===== src/isaPkg.sv =====
`default_nettype none

package isaPkg;

    typedef logic [15:0] word_t;     // Instruction or data word
    typedef logic [2:0]  regIdx_t;   // Eight architectural registers
    typedef logic [4:0]  opcode_t;   // Top five bits of every instruction

    // Field view of an instruction word
    typedef struct packed {
        opcode_t     opcode;         // Bits 15 to 11
        regIdx_t     rs;             // Bits 10 to 8
        regIdx_t     rt;             // Bits 7 to 5
        logic [4:0]  funct;          // Low bits, immediate or function
    } instrFields_t;

    // Which source registers an instruction reads
    typedef enum logic [1:0] {
        useNone,                     // J and JAL read nothing
        useRs,                       // Immediate forms, loads, branches, JR, JALR
        useRsRt                      // R-format and stores read both
    } opndUse_t;

    // Jumps
    localparam opcode_t opJ    = 5'b00100;
    localparam opcode_t opJr   = 5'b00101;
    localparam opcode_t opJal  = 5'b00110;
    localparam opcode_t opJalr = 5'b00111;

    // Branch group is 011xx, low two bits pick the condition
    localparam logic [2:0] opBranchMsb = 3'b011;

    // Memory and register-register groups
    localparam opcode_t opSt     = 5'b10000;
    localparam opcode_t opLd     = 5'b10001;
    localparam opcode_t opRAlu   = 5'b11011;
    localparam opcode_t opRShift = 5'b11010;

    localparam regIdx_t linkReg = 3'd7;  // Return address register

endpackage

`default_nettype wire


===== src/hazardPkg.sv =====
`default_nettype none

package hazardPkg;

    // Everything the hazard logic needs about the instruction in decode
    typedef struct packed {
        isaPkg::regIdx_t rs;         // First source
        isaPkg::regIdx_t rt;         // Second source
        logic            usesRs;
        logic            usesRt;
        isaPkg::regIdx_t dest;       // Already r7 for link forms
        logic            writesReg;
        logic            memEnable;  // Load or store
        isaPkg::word_t   memAddr;    // reg1Data plus imm
        logic            isJump;     // Any of J, JR, JAL, JALR
        logic            isJumpReg;  // JR and JALR only
    } issue_t;

    // Payload carried by the register shadow pipeline
    typedef isaPkg::regIdx_t regTrack_t;

    // Payload carried by the memory shadow pipeline
    typedef isaPkg::word_t memTrack_t;

    // Forwarding selects, MSB first as the datapath expects them
    typedef struct packed {
        logic exToExRs;              // ID result into EX, rs operand
        logic memToExRs;             // ID load result into EX, rs operand
        logic exToExRt;
        logic memToExRt;
        logic exToIdRs;              // EX result back to decode for JR/JALR
        logic memToIdRs;             // MEM result back to decode
    } fwdSel_t;

endpackage

`default_nettype wire


===== src/hazardCheck.sv =====
`timescale 1ns/10ps
`default_nettype none

module hazardCheck #(
    parameter int trackDepth = 4
) (
    input  hazardPkg::issue_t     issue,
    input  logic                  branchTaken,
    input  hazardPkg::regTrack_t  regStage [trackDepth],
    input  logic [trackDepth-1:0] regValid,
    input  hazardPkg::memTrack_t  memStage [trackDepth],
    input  logic [trackDepth-1:0] memValid,
    output logic                  regHazard,
    output logic                  memHazard,
    output hazardPkg::fwdSel_t    forwards
);

    localparam int idStage     = 0;
    localparam int exStage     = 1;
    localparam int memStageIdx = 2;

    logic [trackDepth-1:0] branchMask;
    logic [trackDepth-1:0] regLive;
    logic [trackDepth-1:0] memLive;
    logic [trackDepth-1:0] rsMatch;
    logic [trackDepth-1:0] rtMatch;
    logic [trackDepth-1:0] addrMatch;

    // ID entry is being squashed, so it counts for nothing this cycle
    assign branchMask = {{(trackDepth-1){1'b0}}, branchTaken};
    assign regLive    = regValid & ~branchMask;
    assign memLive    = memValid & ~branchMask;

    // Per-stage compares
    always_comb begin
        for (int i = 0; i < trackDepth; i++) begin
            rsMatch[i]   = regLive[i] && (regStage[i] == issue.rs);
            rtMatch[i]   = regLive[i] && (regStage[i] == issue.rt);
            addrMatch[i] = memLive[i] && (memStage[i] == issue.memAddr);
        end
    end

    // Register RAW, rt of JR/JALR is not a real operand
    assign regHazard = (issue.usesRs & (|rsMatch))
                     | (issue.usesRt & ~issue.isJumpReg & (|rtMatch));

    // Memory RAW on the same effective address
    assign memHazard = issue.memEnable & (|addrMatch);

    // Forwarding selects travel with the instruction into EX
    always_comb begin
        forwards.exToExRs  = rsMatch[idStage];
        forwards.exToExRt  = rtMatch[idStage];
        forwards.memToExRs = rsMatch[idStage] & memLive[idStage];  // Producer is a load in ID
        forwards.memToExRt = rtMatch[idStage] & memLive[idStage];
        forwards.exToIdRs  = rsMatch[exStage] & ~memValid[exStage];  // EX value not ready for memory ops
        forwards.memToIdRs = rsMatch[memStageIdx];
    end

endmodule

`default_nettype wire


===== src/hazardUnit.sv =====
`timescale 1ns/10ps
`default_nettype none

module hazardUnit #(
    parameter int trackDepth = 4        // ID, EX, MEM, WB
) (
    input  logic               clk,
    input  logic               rstN,
    input  isaPkg::word_t      instr,
    input  isaPkg::word_t      imm,
    input  isaPkg::word_t      reg1Data,
    input  isaPkg::regIdx_t    rd,
    input  logic               regWrite,
    input  logic               memEnable,
    input  logic               branchTaken,
    output logic               nop,
    output logic               pcStall,
    output hazardPkg::fwdSel_t forwards
);
    import hazardPkg::*;

    issue_t                issue;
    regTrack_t             regStage [trackDepth];
    logic [trackDepth-1:0] regValid;
    memTrack_t             memStage [trackDepth];
    logic [trackDepth-1:0] memValid;
    logic                  regHazard;
    logic                  memHazard;
    logic                  bubble;

    instrDecode u_decode (
        .instr     (instr),
        .imm       (imm),
        .reg1Data  (reg1Data),
        .rd        (rd),
        .regWrite  (regWrite),
        .memEnable (memEnable),
        .issue     (issue)
    );

    // Destination registers of older instructions
    stageShift #(
        .trackDepth (trackDepth),
        .payload_t  (regTrack_t)
    ) regStages (
        .clk        (clk),
        .rstN       (rstN),
        .inData     (issue.dest),
        .inValid    (issue.writesReg),
        .bubble     (bubble),
        .squash     (branchTaken),
        .stageData  (regStage),
        .stageValid (regValid)
    );

    // Memory addresses of older instructions
    stageShift #(
        .trackDepth (trackDepth),
        .payload_t  (memTrack_t)
    ) memStages (
        .clk        (clk),
        .rstN       (rstN),
        .inData     (issue.memAddr),
        .inValid    (issue.memEnable),
        .bubble     (bubble),
        .squash     (branchTaken),
        .stageData  (memStage),
        .stageValid (memValid)
    );

    hazardCheck #(
        .trackDepth (trackDepth)
    ) u_check (
        .issue       (issue),
        .branchTaken (branchTaken),
        .regStage    (regStage),
        .regValid    (regValid),
        .memStage    (memStage),
        .memValid    (memValid),
        .regHazard   (regHazard),
        .memHazard   (memHazard),
        .forwards    (forwards)
    );

    stallControl u_stall (
        .clk       (clk),
        .rstN      (rstN),
        .instr     (instr),
        .isJump    (issue.isJump),
        .regHazard (regHazard),
        .memHazard (memHazard),
        .nop       (nop),
        .pcStall   (pcStall),
        .bubble    (bubble)
    );

endmodule

`default_nettype wire


===== src/instrDecode.sv =====
`timescale 1ns/10ps
`default_nettype none

module instrDecode (
    input  isaPkg::word_t     instr,
    input  isaPkg::word_t     imm,
    input  isaPkg::word_t     reg1Data,
    input  isaPkg::regIdx_t   rd,
    input  logic              regWrite,
    input  logic              memEnable,
    output hazardPkg::issue_t issue
);
    import isaPkg::*;

    instrFields_t fields;
    opndUse_t     opndUse;
    logic         isLink;
    logic         isJump;
    logic         isJumpReg;

    assign fields = instrFields_t'(instr);

    // Opcode classification
    always_comb begin
        opndUse   = useRs;           // Most opcodes read rs only
        isJump    = 1'b0;
        isJumpReg = 1'b0;
        isLink    = 1'b0;
        case (fields.opcode) inside
            opJ: begin
                opndUse = useNone;
                isJump  = 1'b1;
            end
            opJal: begin
                opndUse = useNone;
                isJump  = 1'b1;
                isLink  = 1'b1;
            end
            opJr: begin
                isJump    = 1'b1;
                isJumpReg = 1'b1;
            end
            opJalr: begin
                isJump    = 1'b1;
                isJumpReg = 1'b1;
                isLink    = 1'b1;
            end
            [{opBranchMsb, 2'b00} : {opBranchMsb, 2'b11}]: opndUse = useRs;  // Compare rs only
            opLd:               opndUse = useRs;   // Base register
            opSt:               opndUse = useRsRt; // Base plus store data
            opRAlu, opRShift:   opndUse = useRsRt;
            default:            opndUse = useRs;
        endcase
    end

    // Issue record
    always_comb begin
        issue.rs        = fields.rs;
        issue.rt        = fields.rt;
        issue.usesRs    = (opndUse != useNone);
        issue.usesRt    = (opndUse == useRsRt);
        issue.dest      = isLink ? linkReg : rd;  // Link writes the return address
        issue.writesReg = regWrite | isLink;      // r7 is written even without regWrite
        issue.memEnable = memEnable;
        issue.memAddr   = reg1Data + imm;         // Effective address, carry dropped
        issue.isJump    = isJump;
        issue.isJumpReg = isJumpReg;
    end

endmodule

`default_nettype wire


===== src/stageShift.sv =====
`timescale 1ns/10ps
`default_nettype none

module stageShift #(
    parameter int  trackDepth = 4,
    parameter type payload_t  = logic
) (
    input  logic                  clk,
    input  logic                  rstN,
    input  payload_t              inData,
    input  logic                  inValid,
    input  logic                  bubble,     // Decode instruction held back this cycle
    input  logic                  squash,     // Taken branch kills the ID entry
    output payload_t              stageData [trackDepth],
    output logic [trackDepth-1:0] stageValid
);

    // Payload shift, index 0 is ID
    always_ff @(posedge clk) begin
        stageData[0] <= inData;
        for (int i = 1; i < trackDepth; i++) begin
            stageData[i] <= stageData[i-1];
        end
    end

    // Valid bits move alongside the payload
    always_ff @(posedge clk) begin
        if (!rstN) begin
            stageValid <= '0;
        end else begin
            stageValid[0] <= inValid & ~bubble;        // Stalled instruction enters as a bubble
            stageValid[1] <= stageValid[0] & ~squash;  // ID to EX dies on a taken branch
            for (int i = 2; i < trackDepth; i++) begin
                stageValid[i] <= stageValid[i-1];
            end
        end
    end

endmodule

`default_nettype wire


===== src/stallControl.sv =====
`timescale 1ns/10ps
`default_nettype none

module stallControl (
    input  logic          clk,
    input  logic          rstN,
    input  isaPkg::word_t instr,
    input  logic          isJump,
    input  logic          regHazard,
    input  logic          memHazard,
    output logic          nop,
    output logic          pcStall,
    output logic          bubble
);
    import isaPkg::*;

    word_t prevInstr;   // Instruction seen in decode last cycle
    logic  prevJump;    // Already stalled once for this jump
    logic  newInstr;
    logic  jumpStall;

    assign newInstr  = (instr != prevInstr);
    assign jumpStall = isJump & ~prevJump;   // One bubble per jump

    assign nop    = regHazard | memHazard;
    assign bubble = nop;                     // Held instruction must not be tracked

    // Hazards and fresh jumps freeze the PC, but never twice for one jump
    assign pcStall = (nop | (jumpStall & newInstr)) & ~prevJump;

    always_ff @(posedge clk) begin
        if (!rstN) begin
            prevInstr <= '0;
            prevJump  <= 1'b0;
        end else begin
            prevInstr <= instr;
            prevJump  <= jumpStall & ~nop;   // Only counts once the jump could issue
        end
    end

endmodule

`default_nettype wire

===== config.mk =====
export PLATFORM = sky130hd
export DESIGN_NAME = hazardUnit
export DESIGN_NICKNAME = d
export VERILOG_FILES = /design/src/isaPkg.sv /design/src/hazardPkg.sv /design/src/hazardCheck.sv /design/src/hazardUnit.sv /design/src/instrDecode.sv /design/src/stageShift.sv /design/src/stallControl.sv
export SDC_FILE = /design/constraint.sdc
export NUM_CORES = 1
export LEC_CHECK = 0
export ABC_AREA = 1
export ABC_CLOCK_PERIOD_IN_PS = 6500
export BUFFER_PORTS_ARGS = -buffer_cell sky130_fd_sc_hd__buf_4
export CORE_AREA = 8 8 123 125
export DETAILED_ROUTE_END_ITERATION = 16
export DIE_AREA = 0 0 131 133
export SLEW_MARGIN = 20
export SYNTH_ARGS = -nofsm -noshare
export SYNTH_HDL_FRONTEND = slang
export SYNTH_SLANG_ARGS = --single-unit

===== constraint.sdc =====
create_clock -name clk -period 6.5 [get_ports clk]
set_clock_uncertainty 0.15 [all_clocks]
set_input_delay 1.3 -clock clk [delete_from_list [all_inputs] [get_ports clk]]
set_output_delay 1.3 -clock clk [all_outputs]
set_load 0.03 [all_outputs]

==> results.tsv <==
metric	value	unit
run status	finished, final reports clean	
root buffer cell	clkbuf_16	
fin crit period	5.37	ns
# rows	42	
clk_lat worst skew	0.35	ns
largest net degree at the start of global routing	23	
flops & latches, synth	101	
crit start category	primary input	
Main synth FF type	dfxtp_1	
ant diodes	0	
PostCTS Resize Cnt	0	
Clock Sink Count	101	
Initial Utilization	0.396	
worst reg-to-reg setup slack	4.41	ns
worst path required time	5.05	ns
Unique masters post-synth	32	
Post-Synthesis Cells	763	
fraction of layout cells with a size suffix above 1	0.136	
Worst-Margin Slew	0.907	ns
Num CTS Buffers	9	
Synth Net Count	835	
DRT Wirelength	11900	um
Post-CTS Hold Buffers	0	
# DRC	0	
CP max stage delay	0.69	ns
WS Path Type	in2out	
Slew Limit Fails	0	
Worst Setup End Kind	output port	
Overflow after GRT	0	
Die ar.	17400	sq um
initial antenna violation count	0	
endpoints failing hold	0	
Slowest cell on crit path	fa_1	
maximum fanout along the worst path	5	
Mapped Area	5180	sq um
Initial DRC Count	256	
Hold Path Class	reg2reg	
Data arrival, critical path	3.92	ns
final net count	903	
I/O Buffers	63	
H-tree levels	3	
chip width	131	um
DR vias/cell	4.54	
yosys warns	0	
Post-synth EDFFs	0	
peak supply drop	126	uV
fin cells	1012	
placed cell areas	5850	sq um
dpl cells	996	
RSZ-0062 raised after global routing	false	
DR pass1 iterations	6	
Core Area	13100	sq um
sequential area share after synthesis	0.390	
gr usage total	0.146	
Worst slew margin	0.380	
CTS tree	yes	
Vias	4595	
Die Span Y	133	um
Tcrit/Tclk final	0.825	
Max Root-Sink Buffers	2	
fmax	186	MHz
FFs w/ async S/R, synth	0	
area growth from synthesis to layout	18.8	%
Setup Buffers After CTS	0	
Routed WL per cell	11.8	um
max cap viols	0	
remaining antenna violation count	0	
num ports	64	
Clock transition at path regs	0.08	ns
crit-path cells	buf_4 -> ha_1 -> fa_1 -> xnor2_1 -> nand3_1 -> nor2_1 -> nand3_1 -> nor2_1 -> nand3_1 -> nor2_1 -> nand3_1 -> nor2_1 -> nor2_1 -> nand2_1 -> nand2_2 -> nand3_1 -> nand2_1 -> inv_1 -> buf_4	
hold_ws	0.202	ns
Avg Cell Area, Syn	6.79	sq um
Fin Setup TNS	0	ns
post-route cell area	6160	sq um
Detailed Place HPWL	9680	um
pwr dens	269	nW/um^2
endpoints failing setup	0	
routability congestion estimate	0.847	
global-route wire length before repair	20400	um
Pleak	3.34	nW
vias in the first global route	4409	
-- power breakdown --
part | switching, mW | total, mW | internal, mW | leakage [nW]
clock | 0.263 | 0.536 | 0.272 | 0.148
combinational | 0.224 | 0.373 | 0.149 | 2.35
sequential | 0.0478 | 0.747 | 0.699 | 0.848
total | 0.535 | 1.66 | 1.12 | 3.34
-- final timing paths --
kind / start / end / depth (start not counted)
max reg2reg: regStages.stageData[5]$_DFF_P_ / regStages.stageValid[0]$_SDFF_PN0_ / 8
max: imm[0] / pcStall / 19
min reg2reg: memStages.stageData[30]$_DFF_P_ / memStages.stageData[14]$_DFF_P_ / 0
min: memStages.stageData[30]$_DFF_P_ / memStages.stageData[14]$_DFF_P_ / 0
-- area by class of cell --
cell class,instances,area [sq um]
timing repair buffer,63,473
sequential,101,2020
inverter,143,537
clock buffer,9,225
tap,176,220
fill,1352,6930
multi-input combinational,513,2600
clock inverter,7,78.8
-- registers in the layout, summed over array words and instances, names as in the netlist --
signal / flops
regStages.stageValid: 4
u_stall.prevJump: 1
u_stall.prevInstr: 16
memStages.stageValid: 4
regStages.stageData: 12
memStages.stageData: 64
-- kinds of logic (layout without fill, tap and decap cells) --
group                    count (synthesis)  in the layout  synth area share
adder cells (fa/ha/maj)                 16             16            0.0401
flip-flops                             101            101             0.390
AND/OR/NAND/NOR                        430            430             0.365
AO/OA/AOI/OAI                           36             36            0.0439
buffers and inverters                  149            222             0.108
XOR/XNOR                                31             31            0.0524
-- critical path, delay by kind of cell --
family        cells  cell delay (ns)
buf+inv           3             0.31
fa+ha+maj         2             0.93
simple gates     13             1.23
xor+xnor          1             0.16
-- layer usage --
layer | vias to the layer above | wire [um] | global-route usage
li1 | 2502 | - | -
met1 | 1995 | 5730 | 0.183
met2 | 85 | 5290 | 0.235
met3 | 13 | 685 | 0.0386
met4 | 0 | 208 | 0.0536
met5 | - | 0 | 0
-- metrics by stage --
step	total power, mW	setup slack, ns	util
after floorplan	1.02	1.10	-
after global placement	1.13	1.12	0.447
after detailed placement	1.14	1.11	0.447
after CTS	1.67	1.10	0.470
after global routing	1.77	0.860	0.470
final	1.66	1.13	0.470
-- cell usage after synthesis (4+ instances only) --
cell,count,share of area
a21oi_1,15,0.014
clkbuf_1,5,0.0036
dfxtp_1,101,0.39
ha_1,15,0.036
inv_1,141,0.10
nand2_1,209,0.15
nand2_2,20,0.024
nand3_1,91,0.088
nand3b_1,9,0.013
nand4_1,9,0.011
nor2_1,74,0.054
o21ai_0,4,0.0039
or2_2,7,0.0084
xnor2_1,22,0.037
xor2_1,9,0.015
-- cells in the final DEF, fill, tap and decap left out --
| cell | netlist | layout |
|---|---|---|
| xnor2_1 | 22 | 22 |
| inv_1 | 141 | 141 |
| inv_2 | 2 | 2 |
| nor3_1 | 2 | 2 |
| o41ai_1 | 1 | 1 |
| buf_4 | 0 | 63 |
| nand3_1 | 91 | 91 |
| fa_1 | 1 | 1 |
| or2_2 | 7 | 7 |
| dfxtp_1 | 101 | 101 |
| nand3_2 | 3 | 3 |
| a2111oi_0 | 1 | 1 |
| o2111ai_1 | 3 | 3 |
| a21oi_2 | 2 | 2 |
| inv_8 | 0 | 1 |
| nor2_1 | 74 | 74 |
| clkinv_4 | 0 | 3 |
| a21boi_0 | 3 | 3 |
| nand4_1 | 9 | 9 |
| a21oi_1 | 15 | 15 |
| nand2_1 | 209 | 209 |
| nand3b_1 | 9 | 9 |
| nand2_4 | 1 | 1 |
| clkinv_8 | 0 | 2 |
| nand2_2 | 20 | 20 |
| a41oi_1 | 1 | 1 |
| ha_1 | 15 | 15 |
| o22ai_1 | 3 | 3 |
| o211ai_1 | 2 | 2 |
| nor4_1 | 3 | 3 |
| inv_6 | 0 | 1 |
| xor2_1 | 9 | 9 |
| o21ai_0 | 4 | 4 |
| clkbuf_16 | 0 | 9 |
| a31oi_1 | 1 | 1 |
| and2_1 | 2 | 2 |
Note: power is estimated with default switching activity, not from simulation.
